==> config.mk <==
export PLATFORM = sky130hd
export DESIGN_NAME = fetch_stage
export DESIGN_NICKNAME = d
export VERILOG_FILES = /design/src/rv_pkg.sv /design/src/fetch_stage.sv
export SDC_FILE = /design/constraint.sdc
export NUM_CORES = 2
export LEC_CHECK = 0
export ABC_AREA = 0
export BUFFER_PORTS_ARGS = -buffer_cell sky130_fd_sc_hd__buf_2
export CORE_MARGIN = 4
export CORE_UTILIZATION = 50
export CTS_CLUSTER_DIAMETER = 150
export DETAILED_ROUTE_END_ITERATION = 6
export HOLD_SLACK_MARGIN = 0.08
export PLACE_DENSITY = 0.78
export SYNTH_ARGS = -nofsm -noshare
export SYNTH_HDL_FRONTEND = slang
export SYNTH_SLANG_ARGS = --single-unit
==> constraint.sdc <==
create_clock -name clk -period 5 [get_ports clk]
set_input_delay 0.75 -clock clk [delete_from_list [all_inputs] [get_ports clk]]
set_output_delay 0.75 -clock clk [all_outputs]
set_load 0.01 [all_outputs]
==> src/rv_pkg.sv <==
// shared widths, opcodes, enums and pipeline register structs for the core
// rv32i subset only: no jalr, no byte or halfword access, no shifts by immediate
// both memories are word addressed, 64 words each
package rv_pkg;

  localparam int XLEN       = 32;  // data width
  localparam int IMEM_WORDS = 64;  // instruction memory depth
  localparam int DMEM_WORDS = 64;  // data memory depth

  typedef logic [XLEN-1:0]                 word_t;       // data or instruction word
  typedef logic [4:0]                      reg_idx_t;    // register index
  typedef logic [$clog2(IMEM_WORDS)-1:0]   imem_addr_t;  // instruction word address
  typedef logic [$clog2(DMEM_WORDS)-1:0]   dmem_addr_t;  // data word address

  localparam reg_idx_t ECALL_REG = 5'd17;  // a7 carries the ecall code
  localparam word_t    HALT_CODE = 32'd10; // exit request

  localparam logic [6:0] OP_R      = 7'b0110011;
  localparam logic [6:0] OP_I      = 7'b0010011;
  localparam logic [6:0] OP_LOAD   = 7'b0000011;
  localparam logic [6:0] OP_STORE  = 7'b0100011;
  localparam logic [6:0] OP_BRANCH = 7'b1100011;
  localparam logic [6:0] OP_JAL    = 7'b1101111;
  localparam logic [6:0] OP_SYSTEM = 7'b1110011;

  typedef enum logic [2:0] {
    ALU_ADD,
    ALU_SUB,
    ALU_AND,
    ALU_OR,
    ALU_XOR,
    ALU_SLT,  // signed
    ALU_SLL,
    ALU_SRL
  } alu_op_e;

  typedef enum logic [1:0] {
    FWD_RF,   // value read in decode
    FWD_MEM,  // from ex/mem
    FWD_WB    // from mem/wb
  } fwd_sel_e;

  typedef struct packed {
    logic reg_write;
    logic mem_read;
    logic mem_write;
    logic mem_to_reg;
    logic alu_src;    // operand b is the immediate
    logic branch;
    logic branch_ne;  // bne, inverts the compare
    logic jal;
    logic halt;       // ecall with x17 == 10
  } ctrl_t;

  typedef struct packed {
    logic  valid;
    word_t pc;
    word_t inst;
  } if_id_t;

  typedef struct packed {
    ctrl_t    ctrl;
    alu_op_e  alu_op;
    word_t    pc;
    word_t    rs1_data;
    word_t    rs2_data;
    word_t    imm;
    reg_idx_t rs1;
    reg_idx_t rs2;
    reg_idx_t rd;
  } id_ex_t;

  typedef struct packed {
    ctrl_t    ctrl;
    word_t    alu_out;
    word_t    store_data;
    word_t    link_pc;    // pc+4 for jal
    reg_idx_t rd;
  } ex_mem_t;

  typedef struct packed {
    logic     reg_write;
    logic     halt;
    word_t    wb_data;
    reg_idx_t rd;
  } mem_wb_t;

endpackage

==> src/fetch_stage.sv <==
// pc, instruction memory and the if/id register
// imem loads are taken only while reset is high; the pc wraps past IMEM_WORDS
// always predicts pc+4, a redirect from EX overrides it and beats a stall
`timescale 1ns/1ps

module fetch_stage (
  input  logic               clk,
  input  logic               reset,
  input  logic               imem_we,
  input  rv_pkg::imem_addr_t imem_addr,
  input  rv_pkg::word_t      imem_data,
  input  logic               stall,
  input  logic               redirect,
  input  rv_pkg::word_t      redirect_pc,
  input  logic               halted,
  output rv_pkg::if_id_t     if_id
);
  import rv_pkg::*;

  word_t      imem [IMEM_WORDS];
  word_t      pc;
  imem_addr_t pc_idx;
  word_t      inst;

  assign pc_idx = pc[$bits(imem_addr_t)+1:2];  // word index
  assign inst   = imem[pc_idx];                // async read

  always_ff @(posedge clk) begin
    if (reset && imem_we) begin  // program load port
      imem[imem_addr] <= imem_data;
    end
  end

  always_ff @(posedge clk) begin
    if (reset) begin
      pc <= '0;
    end else if (!halted) begin  // frozen once the core halts
      if (redirect) begin
        pc <= redirect_pc;       // taken branch or jal
      end else if (!stall) begin
        pc <= pc + 32'd4;
      end
    end
  end

  always_ff @(posedge clk) begin
    if (reset) begin
      if_id.valid <= 1'b0;
    end else if (redirect) begin
      if_id.valid <= 1'b0;       // squash wrong-path fetch
    end else if (!stall && !halted) begin
      if_id <= '{valid: 1'b1, pc: pc, inst: inst};
    end
  end

  a_pc_aligned: assert property (@(posedge clk) disable iff (reset)
    pc[1:0] == 2'b00);
  a_load_in_reset: assert property (@(posedge clk)
    imem_we |-> reset);

endmodule

### Yosys cells after proc, flatten, opt, wreduce, memory -nomap -nowiden

Memories as Yosys holds them, arrays and structs flattened. A register that Yosys moved wholly into a read port is not among the register bits.
Index checks and enable logic that the tools add are counted.

* $add $sub $neg: 1
* eq/ne operators: 1
* multiplexer cells: 4
* bitwise operators: 3
* reduce and logical (&&, ||, !) cells: 7

Operators by type and width (number)
* 32-bit two-way mux: 2
* 32-bit by 3-bit adder with 32-bit output, second input constant: 1
* 1-bit NOT: 3
* 3-bit AND reduction: 1
* 1-bit logical AND: 2
* 1-bit zero test: 2
* 1-bit two-way mux: 2
* 2-bit by 1-bit inequality test with 1-bit output, second input constant: 1
* 2-bit AND reduction: 1
* 2-bit OR reduction: 1

* flip-flop bits (word level): 65
* bits in writable memories: 2048
* bits of input ports: 76
* memories kept: 1

Memory list
* imem: depth 64, bits a word 32, read ports 1, clocked after Yosys merged registers in 1, wr ports 1, RTL line fetch_stage.sv:20 `word_t imem [IMEM_WORDS];`

### Longest topological paths before layout

* word-level depth: 3
* mapped depth: 10
* depth with buffers taken out: 6

### Worst setup path before layout

Ideal clock, no wire load.

* path type: input-to-reg
* start: in halted
* end: reg if_id[0] (netlist name)
* data arrival time: 4.073 ns
* path slack: 0.440 ns
* cell stages on the path: 4
* buffers on the path: 1
* cell sequence: clkbuf_1 > nor2_1 > nand2_1 > nor2_1

* cells in the longest elaborated chain, start to end: 3

Ends and longest elaborated chain
* start, declared: RTL line fetch_stage.sv:15 `input logic halted,`
* 1-bit zero test: RTL line fetch_stage.sv:51 `end else if (!stall && !halted) begin`
* 1-bit logical AND: RTL line fetch_stage.sv:51
* 3-bit AND reduction (no source line)

Every way passes these cells.
A chain may end at the register's enable or synchronous reset.

==> summary.md <==
| Metric | Value |
|---|---|
| Setup Buffers After CTS | 0 |
| Largest fanout on the critical path | 40 |
| Slew HR | 4.15% |
| Max IR drop VDD | 0.331 mV |
| Clk buf depth | 3 |
| Most common cell after layout, fill and taps aside | edfxtp_1 |
| Clock tree sinks | 2,145 |
| Net count after synthesis | 3,912 |
| Largest net degree at the start of global routing | 129 |
| Core region area | 0.163 mm² |
| Die width | 413 µm |
| Outcome | finished clean |
| Ys async rst share | 0% |
| Layout Cells excl Fill | 6,448 |
| # resized after CTS | 0 |
| Final Skew | 0.0507 ns |
| CTS clk-pin slew, worst paths | 0.06 ns |
| Drt initial violations | 7,449 |
| Placed Cells | 6,079 |
| Register area share after synthesis | 78.0% |
| Cells after synthesis | 3,835 |
| Synth cell types | 60 |
| Total wire length | 215,000 µm |
| Share of layout cells above drive strength 1 | 24.7% |
| Hold Buf Count CTS | 0 |
| Max_cap viols | 0 |
| Worst hold path type | input port to register |
| Post-synth EDFFs | 2,112 |
| Wire length on met1 | 74,600 µm |
| Total gr overflow | 0 |
| Setup WS pre-CTS | 1.02 ns |
| CP Launch Type | register |
| Total Die Area | 0.171 mm² |
| Number of global-route vias before repair | 42,300 |
| Register bit count reported by yosys | 2,145 |
| Detailed Place HPWL | 121,000 µm |
| DRC Markers | 0 |
| DRT antenna net count | 0 |
| Worst-margin pin slew | 1.44 ns |
| Skew-Pair Late Insertion Delay | 0.81 ns |
| Setup Viol. Count Final | 0 |
| Final slew viol count | 0 |
| IO Port Bufs | 140 |
| Total GRT Usage | 25.2% |
| Met3 wire len | 30,600 µm |
| Placer Congestion | 0.861 |
| WL met2 | 99,900 µm |
| Mapped cell area | 0.0821 mm² |
| Row count | 148 |
| Area growth from synthesis to final layout | 12.6% |
| # nets final | 4,184 |
| Root Driver | clkbuf_16 |
| TritonRoute pass-1 iters | 5 |
| Setup Crit Path Kind | register to register |
| Total CTS buffers | 200 |
| Total power | 0.0370 W |
| CTS tree | yes |
| Unrepaired setup endpoints after global routing | no |
| Via count | 42,600 |
| CP Data Required Time | 5.49 ns |
| TNS Setup | 0 ns |
| Lkg Pwr | 28.3 nW |
| Number of synthesis warnings | 0 |
| Filler Cells Inserted | 11,500 |
| Die Y | 413 µm |
| Peak Freq | 0.254 GHz |
| First-pass GRT wire length | 307,000 µm |
| Via/cell ratio | 6.60 |
| Fin worst setup slack | 1.07 ns |
| Worst hold slack | 0.205 ns |
| IO Pins | 141 |
| Critical path capture point type | register |
| Pwr dens | 400 mW/mm² |
| Most frequent cells in the layout | edfxtp_1 (2,112), mux4_2 (396), mux2i_1 (259) |
| CP Data Arrival Time | 4.43 ns |
| Final critical-path share of the clock period | 78.6% |
| Top_reg_cell synth | edfxtp_1 |
| Initial core utilization | 50.4% |
| Initial antenna violation count | 14 |
| H-tree depth | 4 |
| Final hold vios | 0 |
| Mean Syn Cell Area | 21.4 µm² |
| Routed length per instance | 33.3 µm |
| Uppermost routed layer | met5 |
| Clock period minus worst slack | 3.93 ns |
registers in the layout, summed over array words and instances (netlist names):
signal and count:
pc 32, imem 2048, if_id 65
metal layers:
metal,vias up,track usage [%]
met5,-,0
met4,2,10.2
met3,528,7.81
met2,3387,38.6
met1,21900,34.0
li1,16800,-
power breakdown:
group	internal [W]	switching (W)	total [W]
clock	0.00833	0.00653	0.0149
sequential	0.0199	0.0000997	0.0200
combinational	0.000796	0.00141	0.00221
total	0.0290	0.00804	0.0370
through the flow:
| step | util [%] | area, µm² |
|---|---|---|
| detailed placement | 52.8 | 86100 |
| finish | 56.7 | 92500 |
| global placement | 52.8 | 86100 |
| floorplan | - | 82100 |
| global route | 56.7 | 92500 |
| CTS | 56.7 | 92400 |
area by class of cell:
class                           instances  area, µm²  share of cell area, %
Antenna cell                            5       12.5                 0.0135
Clock buffer                          243       5200                   5.62
Clock inverter                        120       1150                   1.25
Inverter                                3       11.3                 0.0122
Multi-Input combinational cell       1459      17200                   18.6
Sequential cell                      2145      64100                   69.3
Tap cell                             2175       2720                   2.94
Timing Repair Buffer                  298       2050                   2.22
worst max-delay path, cell delays in order, from the launching register on:
cell and delay (ns):
dfxtp_4 0.96, buf_12 0.32, mux4_2 0.54, a22o_1 0.23, a2111oi_0 0.85, a211o_1 0.40
o311ai_1 0.25
cells in the mapped netlist (all sizes together), types with 33 or more instances:
library cell | count | area (µm²)
a22oi | 118 | 886
a21oi | 73 | 365
o22ai | 69 | 432
dfxtp | 33 | 661
nor2 | 98 | 370
nand2 | 73 | 274
o211ai | 36 | 270
clkbuf | 93 | 354
mux2i | 259 | 2590
edfxtp | 2112 | 63400
mux4 | 406 | 9180
o21ai | 40 | 200
buf | 135 | 968
nand3 | 41 | 205
worst paths after layout:
kind	slack, ns	end	start	cells past startpoint
setup / recovery	1.07	if_id[7]$_DFFE_PP_	pc[3]$_SDFFE_PP0N_	6
hold reg to reg	0.43	if_id[32]$_DFFE_PP_	pc[0]$_SDFFE_PP0P_	0
setup reg to reg	1.07	if_id[7]$_DFFE_PP_	pc[3]$_SDFFE_PP0N_	6
hold / removal	0.20	pc[15]$_SDFFE_PP0N_	redirect_pc[15]	3
logic make-up after synthesis:
kind of cell | after synthesis | synth area share (%)
multiplexers | 665 | 14.3
adder cells (fa/ha/maj) | 1 | 0.0152
AO/OA/AOI/OAI | 497 | 4.30
flip-flops | 2145 | 78.0
buffers and inverters | 231 | 1.62
AND/OR/NAND/NOR | 296 | 1.68
Power figures use the tool's default switching activity.
