## src/rv_pkg.sv

```systemverilog
// shared widths, opcodes, enums and pipeline register structs for the core
// rv32i subset only: no jalr, no byte or halfword access, no shifts by immediate
// both memories are word addressed, 64 words each
package rv_pkg;

  localparam int XLEN       = 32;  // data width
  localparam int IMEM_WORDS = 64;  // instruction memory depth
  localparam int DMEM_WORDS = 64;  // data memory depth

  typedef logic [XLEN-1:0]                 word_t;       // data or instruction word
  typedef logic [4:0]                      reg_idx_t;    // register index
  typedef logic [$clog2(IMEM_WORDS)-1:0]   imem_addr_t;  // instruction word address
  typedef logic [$clog2(DMEM_WORDS)-1:0]   dmem_addr_t;  // data word address

  localparam reg_idx_t ECALL_REG = 5'd17;  // a7 carries the ecall code
  localparam word_t    HALT_CODE = 32'd10; // exit request

  localparam logic [6:0] OP_R      = 7'b0110011;
  localparam logic [6:0] OP_I      = 7'b0010011;
  localparam logic [6:0] OP_LOAD   = 7'b0000011;
  localparam logic [6:0] OP_STORE  = 7'b0100011;
  localparam logic [6:0] OP_BRANCH = 7'b1100011;
  localparam logic [6:0] OP_JAL    = 7'b1101111;
  localparam logic [6:0] OP_SYSTEM = 7'b1110011;

  typedef enum logic [2:0] {
    ALU_ADD,
    ALU_SUB,
    ALU_AND,
    ALU_OR,
    ALU_XOR,
    ALU_SLT,  // signed
    ALU_SLL,
    ALU_SRL
  } alu_op_e;

  typedef enum logic [1:0] {
    FWD_RF,   // value read in decode
    FWD_MEM,  // from ex/mem
    FWD_WB    // from mem/wb
  } fwd_sel_e;

  typedef struct packed {
    logic reg_write;
    logic mem_read;
    logic mem_write;
    logic mem_to_reg;
    logic alu_src;    // operand b is the immediate
    logic branch;
    logic branch_ne;  // bne, inverts the compare
    logic jal;
    logic halt;       // ecall with x17 == 10
  } ctrl_t;

  typedef struct packed {
    logic  valid;
    word_t pc;
    word_t inst;
  } if_id_t;

  typedef struct packed {
    ctrl_t    ctrl;
    alu_op_e  alu_op;
    word_t    pc;
    word_t    rs1_data;
    word_t    rs2_data;
    word_t    imm;
    reg_idx_t rs1;
    reg_idx_t rs2;
    reg_idx_t rd;
  } id_ex_t;

  typedef struct packed {
    ctrl_t    ctrl;
    word_t    alu_out;
    word_t    store_data;
    word_t    link_pc;    // pc+4 for jal
    reg_idx_t rd;
  } ex_mem_t;

  typedef struct packed {
    logic     reg_write;
    logic     halt;
    word_t    wb_data;
    reg_idx_t rd;
  } mem_wb_t;

endpackage

```

## src/memory_stage.sv

```systemverilog
// data memory, writeback select and the mem/wb register
// dmem is word addressed by alu_out[7:2]; higher address bits are ignored
// after the halting ecall reaches mem/wb, later ops write nothing
`timescale 1ns/1ps

module memory_stage (
  input  logic            clk,
  input  logic            reset,
  input  rv_pkg::ex_mem_t ex_mem,
  output rv_pkg::mem_wb_t mem_wb,
  output logic            is_halted
);
  import rv_pkg::*;

  word_t      dmem [DMEM_WORDS];
  dmem_addr_t addr;
  word_t      rdata;
  word_t      wb_data;
  logic       halted_q;

  assign addr      = ex_mem.alu_out[$bits(dmem_addr_t)+1:2];
  assign rdata     = dmem[addr];                // async read
  assign is_halted = mem_wb.halt || halted_q;   // sticky
  assign wb_data   = ex_mem.ctrl.jal        ? ex_mem.link_pc :
                     ex_mem.ctrl.mem_to_reg ? rdata : ex_mem.alu_out;

  always_ff @(posedge clk) begin
    if (ex_mem.ctrl.mem_write && !is_halted) begin
      dmem[addr] <= ex_mem.store_data;
    end
  end

  always_ff @(posedge clk) begin
    if (reset) begin
      mem_wb.reg_write <= 1'b0;
      mem_wb.halt      <= 1'b0;
      halted_q         <= 1'b0;
    end else begin
      mem_wb.reg_write <= ex_mem.ctrl.reg_write && !is_halted;  // squash younger ops
      mem_wb.halt      <= ex_mem.ctrl.halt && !is_halted;
      halted_q         <= is_halted;
    end
    mem_wb.wb_data <= wb_data;
    mem_wb.rd      <= ex_mem.rd;
  end

  a_rd_wr_excl: assert property (@(posedge clk) disable iff (reset)
    !(ex_mem.ctrl.mem_read && ex_mem.ctrl.mem_write));

endmodule

```

## config.mk

```make
export PLATFORM = sky130hd
export DESIGN_NAME = memory_stage
export DESIGN_NICKNAME = d
export VERILOG_FILES = /design/src/rv_pkg.sv /design/src/memory_stage.sv
export SDC_FILE = /design/constraint.sdc
export NUM_CORES = 2
export LEC_CHECK = 0
export BUFFER_PORTS_ARGS = -buffer_cell sky130_fd_sc_hd__buf_2
export CORE_UTILIZATION = 62
export DETAILED_ROUTE_END_ITERATION = 12
export PLACE_DENSITY = 0.79
export REMOVE_ABC_BUFFERS = 1
export SETUP_SLACK_MARGIN = 0.4
export SLEW_MARGIN = 10
export SYNTH_ARGS = -nofsm -noshare
export SYNTH_HDL_FRONTEND = slang
export SYNTH_SLANG_ARGS = --single-unit
```

## constraint.sdc

```tcl
create_clock -name clk -period 4.2 [get_ports clk]
set_clock_uncertainty 0.2 [all_clocks]
set_input_delay 0.42 -clock clk [delete_from_list [all_inputs] [get_ports clk]]
set_output_delay 0.42 -clock clk [all_outputs]
set_load 0.01 [all_outputs]
```

Word-level counts from Yosys, hierarchy flattened

Memory sizes are Yosys's and may differ from the RTL's.
Index checks and enable logic that the tools add are counted.
W data, S select, Z words.

Memories: 1
Output and inout bits: 40
Bits in registers: 40
Bits in writable memories: 2048
Word-level logic and storage cells: 15
Input bits: 112

Memories:

| name | words | bits a word | read ports | clocked after Yosys merged registers in | wr ports | line               | text |
|---|---|---|---|---|---|---|---|
| dmem | 64    | 32          | 1          | 0                                       | 1        | memory_stage.sv:15 | `word_t dmem [DMEM_WORDS];` |

Muxes and demuxes: 4
Reductions and logical operators: 5

Operators by type and width:

| kind                | count |
|---|---|
| $mux W32            | 2 |
| $logic_and A1 B1 Y1 | 3 |
| $mux W1             | 2 |
| $logic_not A1 Y1    | 1 |
| $logic_or A1 B1 Y1  | 1 |

Logic depth before layout (Yosys ltp)

Depth in word-level cells: 5
Mapped depth: 11
Mapped depth without buffers: 6

Least setup slack after synthesis

Ideal clock, no wire load.

Path type: input port to flip-flop
From: in ex_mem[73] (netlist bit)
To: mem dmem[13][0] (netlist bit), enable pin
Path buffers: 6
Setup time: 0.421 ns
Cell stages on the path: 8
Data arrival time: 3.065 ns
Setup slack: 0.514 ns
Required time: 3.579 ns
Cell sequence: buf_4 buf_6 buf_6 buf_2 buf_2 buf_2 nand3_1 nor2_1

RTL lines:

| element         | line               | text |
|---|---|---|
| start, declared | memory_stage.sv:9  | `input rv_pkg::ex_mem_t ex_mem,` |
| end, declared   | memory_stage.sv:15 |  |

No word-level cell before the write port.

Worst setup path after layout

From: in ex_mem[71] (netlist bit)
To: reg mem_wb[26] (netlist bit)

Longest elaborated chain between the ends: 3

Ends and longest elaborated chain:

| element         | line               | text |
|---|---|---|
| $mem_v2 Z64 W32 | --                 |  |
| $mux W32        | memory_stage.sv:25 | `ex_mem.ctrl.mem_to_reg ? rdata : ex_mem.alu_out;` |
| $mux W32        | memory_stage.sv:24 | `assign wb_data = ex_mem.ctrl.jal ? ex_mem.link_pc :` |
| net wb_data[21] | memory_stage.sv:18 | `word_t wb_data;` |
| end, declared   | memory_stage.sv:10 | `output rv_pkg::mem_wb_t mem_wb,` |

The timed path passes the listed nets, and every way through them passes these cells.
A chain may end at the register's enable or synchronous reset.

==> impl_metrics.tcl <==
set metrics [dict create \
    rsz0062_at_grt "false" \
    synth_area_mm2 0.08029 \
    grt_use_total_pct 40.17 \
    multi_input_area_mm2 0.01683 \
    rows 131 \
    clk_latency_ns 0.85 \
    gp_routability_congestion 0.9644 \
    syn_avg_cell_area_um2 18.82 \
    drtIter0Drc 9316 \
    pwr_density_cell_mw_per_mm2 464.0 \
    cts_buffers 195 \
    power_mw 42.99 \
    nets 4876 \
    seq_area_mm2 0.06230 \
    holdCritPathClass "input port to register" \
    startpoint_type "input port" \
    h-tree-depth 4 \
    critPathMostFrequentCell "buf_4" \
    grt_max_degree 65 \
    synth_edf_count 2048 \
    worstPathRequired_ns 4.70 \
    ys_types 68 \
    synthAdderAreaFrac_pct 0 \
    critPathBufInv 4 \
    ys_ff_latch 2088 \
    fmax_mhz 274.5 \
    end_kind "register" \
    period_minus_slack_ns 3.644 \
    finalSetupViolations 0 \
    final_cell_area_mm2 0.09267 \
    synthFlopType "edfxtp_1" \
    clk_pin_slew_ns 0.06 \
    vias_per_cell 7.478 \
    maxSlewHeadroom_pct 0.6754 \
    ant_nets 0 \
    synth_compound_area_share_pct 9.060 \
    cts-resized-gates 0 \
    grt_first_pass_wirelength_um 360500 \
    firstDrtPassIters 7 \
    ys_warn_count 0 \
    yosysMostFrequentCell "edfxtp_1" \
    cap_viol_max_count 1 \
    synth_simple_gate_area_share_pct 1.971 \
    cp.arrival_ns 4.15 \
    max_stage_delay_ns 1.07 \
    cp_cell_sequence "buf_8, buf_4, buf_4, a211oi_1, a221oi_1, o22ai_1, nor3b_1, buf_4, a21oi_1" \
    leakage_nw 30.00 \
    path_class "input port to register" \
    die_area_mm2 0.1309 \
    syn2layout_area_growth_pct 15.41 \
    violations "max-capacitance violations" \
    outcome "complete, but fails checks" \
    drt-total-wl_um 262200 \
    place_area_mm2 0.08569 \
    drive_gt1_share_pct 24.79 \
    n_fill_cell 7086 \
    vias 49830 \
    cts_tree "done" \
    hold_viol 0 \
    drv_slew 0 \
    synth_area_leader_cell "edfxtp_1" \
    fin_hold_ws_ns 0.02928 \
    critical_path.top_delay_family "compound AO/OA/AOI/OAI gates" \
    grt_pass1_vias 48290 \
    io_pins 152 \
    synth_common_cells "edfxtp_1 (2048), a221oi_1 (211), mux2i_1 (197)" \
    tightest_slew_ns 1.490 \
    finalCritPeriodShare_pct 86.75 \
    synth_xor_area_share_pct 0 \
    start_util_pct 62.72 \
    hpwlAfterDp_um 155000 \
    grt_overflow 0 \
    die_width_um 361.9 \
    synthMuxAreaShare_pct 9.230 \
    ir_drop_uv 395.4 \
    synth.top_cell.area_share_pct 76.60 \
    clockBufferDepth 3 \
    port_buffers 147 \
    synth_area_leaders "edfxtp_1 (77%), mux4_2 (4.1%), mux2_2 (2.7%)" \
    core-area_mm2 0.1280 \
    slowest_stage "a221oi_1" \
    async_flop_share_pct 0 \
    fp.dieH_um 361.9 \
    drc 0 \
    cts_root_buffer "clkbuf_16" \
    synth-seq-area-share_pct 77.59 \
    synth_top_family_by_area "multiplexers" \
    synth_cells 4266 \
    worstPathMaxFanout 47 \
    wl_per_cell_um 39.35 \
    grt_antenna_before_repair 25 \
    clock_sinks 2088 \
]
## cell usage in the layout (no fill, tap or decap), drive strengths merged, types with 10 or more instances in the layout
cell type	instances
buf	513
o22a	10
o2bb2ai	43
nor2	167
and3	11
a211oi	15
inv	11
a22o	41
dlygate4sd3	87
nand3	24
o22ai	113
dfxtp	40
mux2	191
a221oi	212
a31oi	35
nor3	10
mux2i	197
clkinv	92
o21ai	97
edfxtp	2048
a22oi	153
nand2	86
clkbuf	251
a222oi	13
a221o	50
a21oi	137
a2111oi	13
o221ai	12
mux4	146
and2	13
## worst paths after layout
check,end,cells past startpoint,slack (ns),from
min,dmem[14][22],1,0.03,ex_mem[59]
max reg2reg,mem_wb[26],7,0.92,dmem[23][21]
max,mem_wb[26],9,0.56,ex_mem[71]
min reg2reg,halted_q,2,0.43,halted_q
## timing repair
| item | in CTS | in global routing |
|---|---|---|
| setup buffers | 0 | 0 |
| hold buffers | 86 | 1 |
| endpoints found under the hold margin | 320 | 16 |
## flip-flops by register name, summed over array words and instances, names as in the netlist
signal,count
dmem,2048
mem_wb,39
halted_q,1
## layout make-up
| class | instances | share of cell area (%) |
|---|---|---|
| Antenna cell | 6 | 0.01620 |
| Clock buffer | 251 | 5.571 |
| Clock inverter | 111 | 1.003 |
| Inverter | 6 | 0.03241 |
| Multi-Input combinational cell | 1873 | 18.16 |
| Sequential cell | 2088 | 67.23 |
| Tap cell | 1729 | 2.335 |
| Timing Repair Buffer | 600 | 5.652 |
## power by group
group | total [mW] | internal (mW) | leakage [nW] | switching, mW
clock | 17.0 | 9.27 | 2.97 | 7.75
sequential | 23.0 | 23.0 | 18.8 | 0.0424
combinational | 2.96 | 0.908 | 8.28 | 2.05
## layer usage
| metal | vias to the layer above | global-route usage [%] | wire length (um) |
|---|---|---|---|
| li1 | 18810 | - | - |
| met1 | 24420 | 50.68 | 80620 |
| met2 | 5341 | 57.26 | 112300 |
| met3 | 1233 | 16.25 | 47470 |
| met4 | 30 | 27.15 | 21440 |
| met5 | - | 0.9989 | 425 |
## stage by stage
step                TNS (ns)  util (%)  cells  setup WS (ns)
global placement           0     66.94   6209         0.5143
global route               0     72.38   6659         0.7592
CTS                        0     72.37   6657         0.9588
finish                     0     72.39   6664         0.5565
detailed placement         0     66.94   6209         0.4513
floorplan             -49.83         -   3967        -0.3263
## kinds of logic (layout without fill, tap and decap cells)
family,count (synthesis),in the layout
and+or+nand+nor,354,354
buffers and inverters,305,968
AOI/OAI and AO/OA,985,985
DFF,2088,2088
other,0,6
muxes,534,534
(Power assumes the default switching activity.)
