[src/rv_pkg.sv]
// shared widths, opcodes, enums and pipeline register structs for the core
// rv32i subset only: no jalr, no byte or halfword access, no shifts by immediate
// both memories are word addressed, 64 words each
package rv_pkg;

  localparam int XLEN       = 32;  // data width
  localparam int IMEM_WORDS = 64;  // instruction memory depth
  localparam int DMEM_WORDS = 64;  // data memory depth

  typedef logic [XLEN-1:0]                 word_t;       // data or instruction word
  typedef logic [4:0]                      reg_idx_t;    // register index
  typedef logic [$clog2(IMEM_WORDS)-1:0]   imem_addr_t;  // instruction word address
  typedef logic [$clog2(DMEM_WORDS)-1:0]   dmem_addr_t;  // data word address

  localparam reg_idx_t ECALL_REG = 5'd17;  // a7 carries the ecall code
  localparam word_t    HALT_CODE = 32'd10; // exit request

  localparam logic [6:0] OP_R      = 7'b0110011;
  localparam logic [6:0] OP_I      = 7'b0010011;
  localparam logic [6:0] OP_LOAD   = 7'b0000011;
  localparam logic [6:0] OP_STORE  = 7'b0100011;
  localparam logic [6:0] OP_BRANCH = 7'b1100011;
  localparam logic [6:0] OP_JAL    = 7'b1101111;
  localparam logic [6:0] OP_SYSTEM = 7'b1110011;

  typedef enum logic [2:0] {
    ALU_ADD,
    ALU_SUB,
    ALU_AND,
    ALU_OR,
    ALU_XOR,
    ALU_SLT,  // signed
    ALU_SLL,
    ALU_SRL
  } alu_op_e;

  typedef enum logic [1:0] {
    FWD_RF,   // value read in decode
    FWD_MEM,  // from ex/mem
    FWD_WB    // from mem/wb
  } fwd_sel_e;

  typedef struct packed {
    logic reg_write;
    logic mem_read;
    logic mem_write;
    logic mem_to_reg;
    logic alu_src;    // operand b is the immediate
    logic branch;
    logic branch_ne;  // bne, inverts the compare
    logic jal;
    logic halt;       // ecall with x17 == 10
  } ctrl_t;

  typedef struct packed {
    logic  valid;
    word_t pc;
    word_t inst;
  } if_id_t;

  typedef struct packed {
    ctrl_t    ctrl;
    alu_op_e  alu_op;
    word_t    pc;
    word_t    rs1_data;
    word_t    rs2_data;
    word_t    imm;
    reg_idx_t rs1;
    reg_idx_t rs2;
    reg_idx_t rd;
  } id_ex_t;

  typedef struct packed {
    ctrl_t    ctrl;
    word_t    alu_out;
    word_t    store_data;
    word_t    link_pc;    // pc+4 for jal
    reg_idx_t rd;
  } ex_mem_t;

  typedef struct packed {
    logic     reg_write;
    logic     halt;
    word_t    wb_data;
    reg_idx_t rd;
  } mem_wb_t;

endpackage

[src/hazard_unit.sv]
// load-use stall, EX forwarding selects and the decode-side bypasses
// MEM wins over WB; register 0 is never forwarded
// ecall waits while x17 is still being produced in EX, or loaded in MEM
`timescale 1ns/1ps

module hazard_unit (
  input  rv_pkg::reg_idx_t rs1,
  input  rv_pkg::reg_idx_t rs2,
  input  logic             is_ecall,
  input  rv_pkg::id_ex_t   id_ex,
  input  rv_pkg::ex_mem_t  ex_mem,
  input  rv_pkg::mem_wb_t  mem_wb,
  output logic             stall,
  output rv_pkg::fwd_sel_e fwd_a,
  output rv_pkg::fwd_sel_e fwd_b,
  output rv_pkg::fwd_sel_e fwd_ecall,
  output logic             byp_rs1,
  output logic             byp_rs2
);
  import rv_pkg::*;

  logic load_use;
  logic ecall_wait;

  function automatic fwd_sel_e pick(reg_idx_t src, ex_mem_t em, mem_wb_t mw);
    fwd_sel_e sel;
    sel = FWD_RF;
    if (mw.reg_write && mw.rd == src) begin
      sel = FWD_WB;
    end
    if (em.ctrl.reg_write && em.rd == src) begin
      sel = FWD_MEM;  // newer value
    end
    if (src == '0) begin
      sel = FWD_RF;
    end
    return sel;
  endfunction

  assign fwd_a     = pick(id_ex.rs1, ex_mem, mem_wb);
  assign fwd_b     = pick(id_ex.rs2, ex_mem, mem_wb);
  assign fwd_ecall = pick(ECALL_REG, ex_mem, mem_wb);

  assign byp_rs1 = mem_wb.reg_write && mem_wb.rd != '0 && mem_wb.rd == rs1;
  assign byp_rs2 = mem_wb.reg_write && mem_wb.rd != '0 && mem_wb.rd == rs2;

  assign load_use = id_ex.ctrl.mem_read && id_ex.rd != '0 &&
                    (id_ex.rd == rs1 || (!is_ecall && id_ex.rd == rs2));  // ecall reads rs1 only
  assign ecall_wait = is_ecall &&
                      ((id_ex.ctrl.reg_write && id_ex.rd == ECALL_REG) ||
                       (ex_mem.ctrl.mem_read && ex_mem.rd == ECALL_REG));
  assign stall = load_use || ecall_wait;

endmodule

[config.mk]
export PLATFORM = sky130hd
export DESIGN_NAME = hazard_unit
export DESIGN_NICKNAME = d
export VERILOG_FILES = /design/src/rv_pkg.sv /design/src/hazard_unit.sv
export SDC_FILE = /design/constraint.sdc
export NUM_CORES = 1
export LEC_CHECK = 0
export ABC_AREA = 1
export BUFFER_PORTS_ARGS = -buffer_cell sky130_fd_sc_hd__buf_2
export CAP_MARGIN = 20
export CORE_AREA = 5 5 122 124
export DETAILED_ROUTE_END_ITERATION = 8
export DIE_AREA = 0 0 127 129
export GPL_ROUTABILITY_DRIVEN = 0
export SLEW_MARGIN = 20
export SYNTH_ARGS = -nofsm -noshare
export SYNTH_HDL_FRONTEND = slang
export SYNTH_SLANG_ARGS = --single-unit
export TNS_END_PERCENT = 5
[constraint.sdc]
create_clock -name vclk -period 2.9
set_input_delay 0.87 -clock vclk [all_inputs]
set_output_delay 0.87 -clock vclk [all_outputs]
set_load 0.005 [all_outputs]
; After elaboration in Yosys (flattened, before gate mapping)
; Index checks and enable logic that the tools add are counted.
[op_classes]
reduce_logical = 23
eq_ne = 11
mux = 8
[ops]
columns = cell, count
row1 = $eq 5x5->1, 8
row2 = $mux 2, 8
row3 = $eq 5x5->1 const B, 3
row4 = $logic_and 1x1->1, 15
row5 = $logic_not 5->1, 2
row6 = $reduce_bool 5->1, 2
row7 = $logic_or 1x1->1, 3
row8 = $logic_not 1->1, 1
[totals]
in_bits = 315
regBits = 0
word_cells = 42

; Longest topological paths before layout
; Gate-level depths: netlist of run 1.
[logic_depth]
word_depth = 5
mapped_depth = 8

; Worst setup path before layout of run 1
; Ideal clock, no wire load.
[synth_path]
path_type = input -> output
startpoint = input port mem_wb[1] in the netlist's numbering
endpoint = output port fwd_a[1]
setup_slack_ns = 0.577
t_required_ns = 2.030
arrival_time_ns = 1.453
stages = 7
path_buffers = 1
cell_sequence = buf_2 -> inv_2 -> nand2_1 -> nand4_1 -> nor2_1 -> nand2_1 -> nor2_1
[synth_between]
elab_chain_cells = 5
[synth_rtl]
columns = element, line_no
row1 = "start, declared", hazard_unit.sv:12  ; input rv_pkg::mem_wb_t mem_wb,
row2 = $eq 5x5->1, hazard_unit.sv:28  ; if (mw.reg_write && mw.rd == src) begin
row3 = $logic_and 1x1->1, hazard_unit.sv:28
row4 = $mux 2, hazard_unit.sv:28
row5 = $mux 2, hazard_unit.sv:31  ; if (em.ctrl.reg_write && em.rd == src) begin
row6 = $mux 2, hazard_unit.sv:34  ; if (src == '0) begin
row7 = "end, declared", hazard_unit.sv:14  ; output rv_pkg::fwd_sel_e fwd_a,
; No other way between the ends.

; Worst setup path after layout of run 1
[layout_path]
startpoint = input port ex_mem[2] in the netlist's numbering
endpoint = output port stall
[layout_between]
elab_chain_cells = 5
[layout_rtl]
columns = element, line_no
row1 = "start, declared", hazard_unit.sv:11  ; input rv_pkg::ex_mem_t ex_mem,
row2 = $eq 5x5->1, hazard_unit.sv:51  ; (ex_mem.ctrl.mem_read && ex_mem.rd == ECALL_REG));
row3 = $logic_and 1x1->1, hazard_unit.sv:51
row4 = $logic_or 1x1->1, hazard_unit.sv:50  ; ((id_ex.ctrl.reg_write && id_ex.rd == ECALL_REG) ||
row5 = $logic_and 1x1->1, hazard_unit.sv:49  ; assign ecall_wait = is_ecall &&
row6 = $logic_or 1x1->1, hazard_unit.sv:52  ; assign stall = load_use || ecall_wait;
row7 = "end, declared", hazard_unit.sv:13  ; output logic stall,
; No other way between the ends.

==> flow_summary.json, run 1 <==
{
  "p_per_area_mw_per_mm2": 112,
  "max_slew_margin_pct": 81.6,
  "cp.arrival_ns": 1.80,
  "fin_tns_setup_ns": 0,
  "fin_cells": 395,
  "worstHoldPathCells": 4,
  "grt_pass1_wl_um": 5750,
  "initial_core_util_pct": 5.72,
  "yosysWarnings": 0,
  "coreArea_sq_mm": 0.0137,
  "antenna_left": 0,
  "rows": 43,
  "synth.most_common_cell": "nand2_1",
  "cp.required_ns": 2.03,
  "drt_pass1_iterations": 4,
  "routed_wirelength_um": 3970,
  "cts.hold.buffers_added": 0,
  "grt_pass1_vias": 1093,
  "fmax_mhz": 375,
  "drt-initial-drc-count": 78,
  "nClkBuffers": 0,
  "drive_above_1_share_pct": 25.9,
  "ff_latch_area_sq_um": 0,
  "flops_and_latches": 0,
  "seq_area_frac_synth_pct": 0,
  "dieArea_sq_mm": 0.0164,
  "worst_pin_slew_ns": 0.273,
  "nNetsFinal": 529,
  "io_buffers": 50,
  "die_y_um": 129,
  "ys_top_cells_by_area": "nand2_1, xnor2_1, inv_1",
  "antenna_found_initial": 6,
  "dp_cells": 392,
  "die_w_um": 127,
  "hold_slack_ns": 2.03,
  "drc": 0,
  "routedWlPerCell_um": 10.1,
  "hold_violations": 0,
  "synthesis.nets": 481,
  "post-place-ws_ns": 0.248,
  "worstHoldPathType": "in -> out",
  "synthTopCellsByCount": "nand2_1, inv_1, nor2_1",
  "grt_setup_unrepaired": "false",
  "post_cts_buffers": 0,
  "track_usage_pct": 4.48,
  "grt_use_met1_pct": 5.06,
  "start_kind": "primary input",
  "grt.overflow.total": 0,
  "io_pins": 324,
  "top_usage_layer": "met2",
  "syn_area_per_cell_sq_um": 4.71,
  "grt.met2_usage_pct": 8.06,
  "vias_per_cell": 2.93,
  "fin_ws_ns": 0.235,
  "syn_inst": 166,
  "yosysUniqueCellTypes": 17,
  "syn-cell-area_sq_um": 782,
  "vdd_drop_max_mv": 0.0237,
  "max-cap-violations": 0,
  "met3_usage_pct": 2.28,
  "setup_viol": 0,
  "slew_violations": 0,
  "cp-end-kind": "output pin",
  "status": "completed",
  "cts-resized-gates": 0,
  "min_period_ns": 2.67,
  "vias": 1158,
  "area_delta_synth_final_pct": 58.1,
  "cp_max_fo": 3,
  "p_leak_nw": 0.649,
  "synth_top_area_share_pct": 27.8,
  "netlist.top_cell.by_area": "nand2_1",
  "period_share_pct": 91.9,
  "dp_hpwl_um": 3670,
  "path_class": "in -> out",
  "grt_max_degree": 8
}
cell type report:
class                           count  area (sq um)
Timing Repair Buffer               50           250
Tap cell                          180           225
Fill cell                        1654         12400
Multi-Input combinational cell    128           626
Inverter                           34           128
Antenna cell                        3          7.51
routing by layer:
| metal | up-vias | wire length, um | share of wire, % |
|---|---|---|---|
| met2 | 32 | 1890 | 48 |
| met1 | 509 | 1630 | 41 |
| met3 | 6 | 403 | 10 |
| li1 | 605 | - | - |
| met4 | 6 | 5 | 0.13 |
| met5 | - | 41 | 1.0 |
stage by stage:
step / util, % / power, W / cell area (sq um)
finish: 9.05 / 0.000138 / 1240
global route: 9.05 / 0.000155 / 1240
CTS: 8.99 / 0.000139 / 1230
detailed placement: 8.99 / 0.000139 / 1230
global placement: 8.99 / 0.000138 / 1230
floorplan: - / 0.0000772 / 782
cells in the final DEF, fill, tap and decap left out:
cell type | Yosys | final
inv_2 | 4 | 4
nand3_1 | 10 | 10
o21ai_0 | 2 | 2
nand4_1 | 9 | 9
a21oi_1 | 2 | 2
nand4_2 | 1 | 1
diode_2 | 0 | 3
inv_1 | 30 | 30
o211ai_1 | 1 | 1
xor2_1 | 1 | 1
nor2_1 | 19 | 19
buf_2 | 2 | 50
nor3_1 | 7 | 7
nand2_1 | 58 | 58
o21ai_1 | 3 | 3
xnor2_1 | 15 | 15
report_power, final:
group | internal (W) | switching (W) | total, W
sequential | 0 | 0 | 0
clock | 0.000000000138 | 0 | 0.000000000138
combinational | 0.0000582 | 0.0000800 | 0.000138
total | 0.0000582 | 0.0000800 | 0.000138
kinds of logic (layout without fill, tap and decap cells):
kind of cell | count (synthesis) | count (layout) | share of synthesized area [%]
other | 0 | 3 | 0
XOR/XNOR | 16 | 16 | 17.9
AO/OA/AOI/OAI | 8 | 8 | 5.44
buffers and inverters | 38 | 84 | 20.0
AND/OR/NAND/NOR | 104 | 104 | 56.6
critical path, stage by stage:
cell	delay (ns)
buf_2	0.12
nor2_1	0.11
nand4_1	0.23
o21ai_0	0.23
nand2_1	0.06
nand2_1	0.06
buf_2	0.10
worst paths after layout:
| check | end | start | slack, ns |
|---|---|---|---|
| worst max-delay path | stall | ex_mem[2] | 0.23 |
| worst min-delay path | stall | is_ecall | 2.03 |
(Power assumes the default switching activity.)
==> inputs of run 2 (changes only) <==
- ABC_AREA: 1 -> 0
- CORE_AREA: 5 5 122 124 -> 5 5 124 126
- DIE_AREA: 0 0 127 129 -> 0 0 129 131
==> flow_summary.json, run 2 <==
{
  "vias": 774,
  "fin_cells": 315,
  "worst_pin_slew_ns": 0.268,
  "grt_pass1_vias": 792,
  "grt_max_degree": 8,
  "cp.required_ns": 2.03,
  "syn_inst": 83,
  "critical-path-slowest-cell": "nor4_1",
  "synthTopCellsByCount": "xor2_1, xnor2_1, nand3_1",
  "flops_and_latches": 0,
  "status": "completed",
  "cts-resized-gates": 0,
  "dp_cells": 313,
  "min_from": "is_ecall",
  "max-cap-violations": 0,
  "p_leak_nw": 0.413,
  "met3_usage_pct": 3.62,
  "grt.met2_usage_pct": 6.83,
  "antenna_found_initial": 8,
  "max_slew_margin_pct": 82.0,
  "p_per_area_mw_per_mm2": 108,
  "drive_above_1_share_pct": 42.6,
  "final_cell_mix": "buf_2, xor2_1, xnor2_1",
  "routedWlPerCell_um": 11.1,
  "syn_area_per_cell_sq_um": 7.57,
  "ff_latch_area_sq_um": 0,
  "yosysUniqueCellTypes": 23,
  "routed_wirelength_um": 3500,
  "grt.overflow.total": 0,
  "min_period_ns": 2.76,
  "die_y_um": 131,
  "critical_path.max_stage_delay_ns": 0.25,
  "netlist.top_cell.by_area": "xor2_1",
  "worstHoldPathType": "in -> out",
  "worstHoldPathCells": 3,
  "antenna_left": 0,
  "io_buffers": 50,
  "cts.hold.buffers_added": 0,
  "drt_pass1_iterations": 2,
  "cp.arrival_ns": 1.89,
  "drc": 0,
  "die_w_um": 129,
  "cp-end-kind": "output pin",
  "n_fill_cell": 1692,
  "ys_top_cells_by_area": "xor2_1, xnor2_1, nand3_1",
  "track_usage_pct": 3.89,
  "start_kind": "primary input",
  "grt_pass1_wl_um": 4810,
  "dp_hpwl_um": 3230,
  "crit_chain": "buf_2 > xor2_1 > nor4_1 > and3_1 > o21a_1 > buf_2",
  "synth_top_area_share_pct": 34.9,
  "crit_top_cell": "buf_2",
  "synth.most_common_cell": "xor2_1",
  "io_pins": 324,
  "min_to": "stall",
  "grt_use_met1_pct": 3.57,
  "dieArea_sq_mm": 0.0169,
  "nClkBuffers": 0,
  "top_usage_layer": "met2",
  "rows": 44,
  "slew_violations": 0,
  "grt_setup_unrepaired": "false",
  "yosysWarnings": 0,
  "post_cts_buffers": 0,
  "vias_per_cell": 2.46,
  "synthesis.nets": 398,
  "setup_viol": 0,
  "path_class": "in -> out",
  "period_share_pct": 95.2,
  "nNetsFinal": 446,
  "area_delta_synth_final_pct": 73.7,
  "vdd_drop_max_mv": 0.0159,
  "hold_violations": 0,
  "fin_tns_setup_ns": 0,
  "fmax_mhz": 362,
  "cp_max_fo": 3,
  "seq_area_frac_synth_pct": 0,
  "final_common_cell": "buf_2",
  "initial_core_util_pct": 4.42,
  "drt-initial-drc-count": 16,
  "syn-cell-area_sq_um": 628,
  "coreArea_sq_mm": 0.0142
}
==> run 2: final cells by class <==
class                      count  area, sq um  share of cell area [%]
multi-input combinational     78          598                    54.8
timing repair buffer          51          258                    23.6
antenna                        2         5.00                   0.459
tap                          184          230                    21.1
==> run 2: worst max-delay path by stage <==
| stage | start | end | slack, ns | cells after the start |
|---|---|---|---|---|
| 4_1_cts | ex_mem[2] | stall | 0.08 | 6 |
| 6_report | ex_mem[2] | fwd_b[0] | 0.14 | 6 |
| 3_5_place_dp | ex_mem[2] | stall | 0.09 | 6 |
| 3_3_place_gp | ex_mem[2] | stall | 0.09 | 6 |
| 5_1_grt | id_ex[13] | fwd_a[1] | 0.03 | 6 |
| 2_1_floorplan | mem_wb[2] | byp_rs1 | 0.37 | 4 |
==> run 2: cell families after synthesis <==
group                  Yosys count  synth area share, %
buffers and inverters            5                 5.78
XOR/XNOR                        39                 54.4
AO/OA/AOI/OAI                    7                 11.2
AND/OR/NAND/NOR                 32                 28.7
==> run 2: metrics by stage <==
stage	hold WS (ns)	setup slack (ns)	cell area (sq um)	total power, W	util, %
floorplan	1.82	0.373	628	0.0000643	-
global placement	2.04	0.0929	1080	0.000118	7.60
detailed placement	2.04	0.0881	1080	0.000119	7.60
CTS	2.04	0.0800	1080	0.000120	7.60
global route	2.05	0.0348	1090	0.000131	7.68
finish	2.03	0.139	1090	0.000118	7.68
==> run 2: power breakdown <==
part	switching, W	internal [W]
registers	0	0
logic	0.0000603	0.0000577
clock network	0	0.0000000000922
total	0.0000603	0.0000577
==> run 2: per-layer routing <==
layer / vias up / routed length [um]
li1: 387 / -
met5: - / 69
met1: 337 / 1150
met4: 12 / 31
met3: 14 / 568
met2: 24 / 1680
==> run 2: critical path, delay by kind of cell <==
kind                   cells  cell delay, ns
XOR/XNOR                   1            0.16
AND/OR/NAND/NOR            2            0.48
buffers and inverters      2            0.26
AO/OA/AOI/OAI              1            0.13
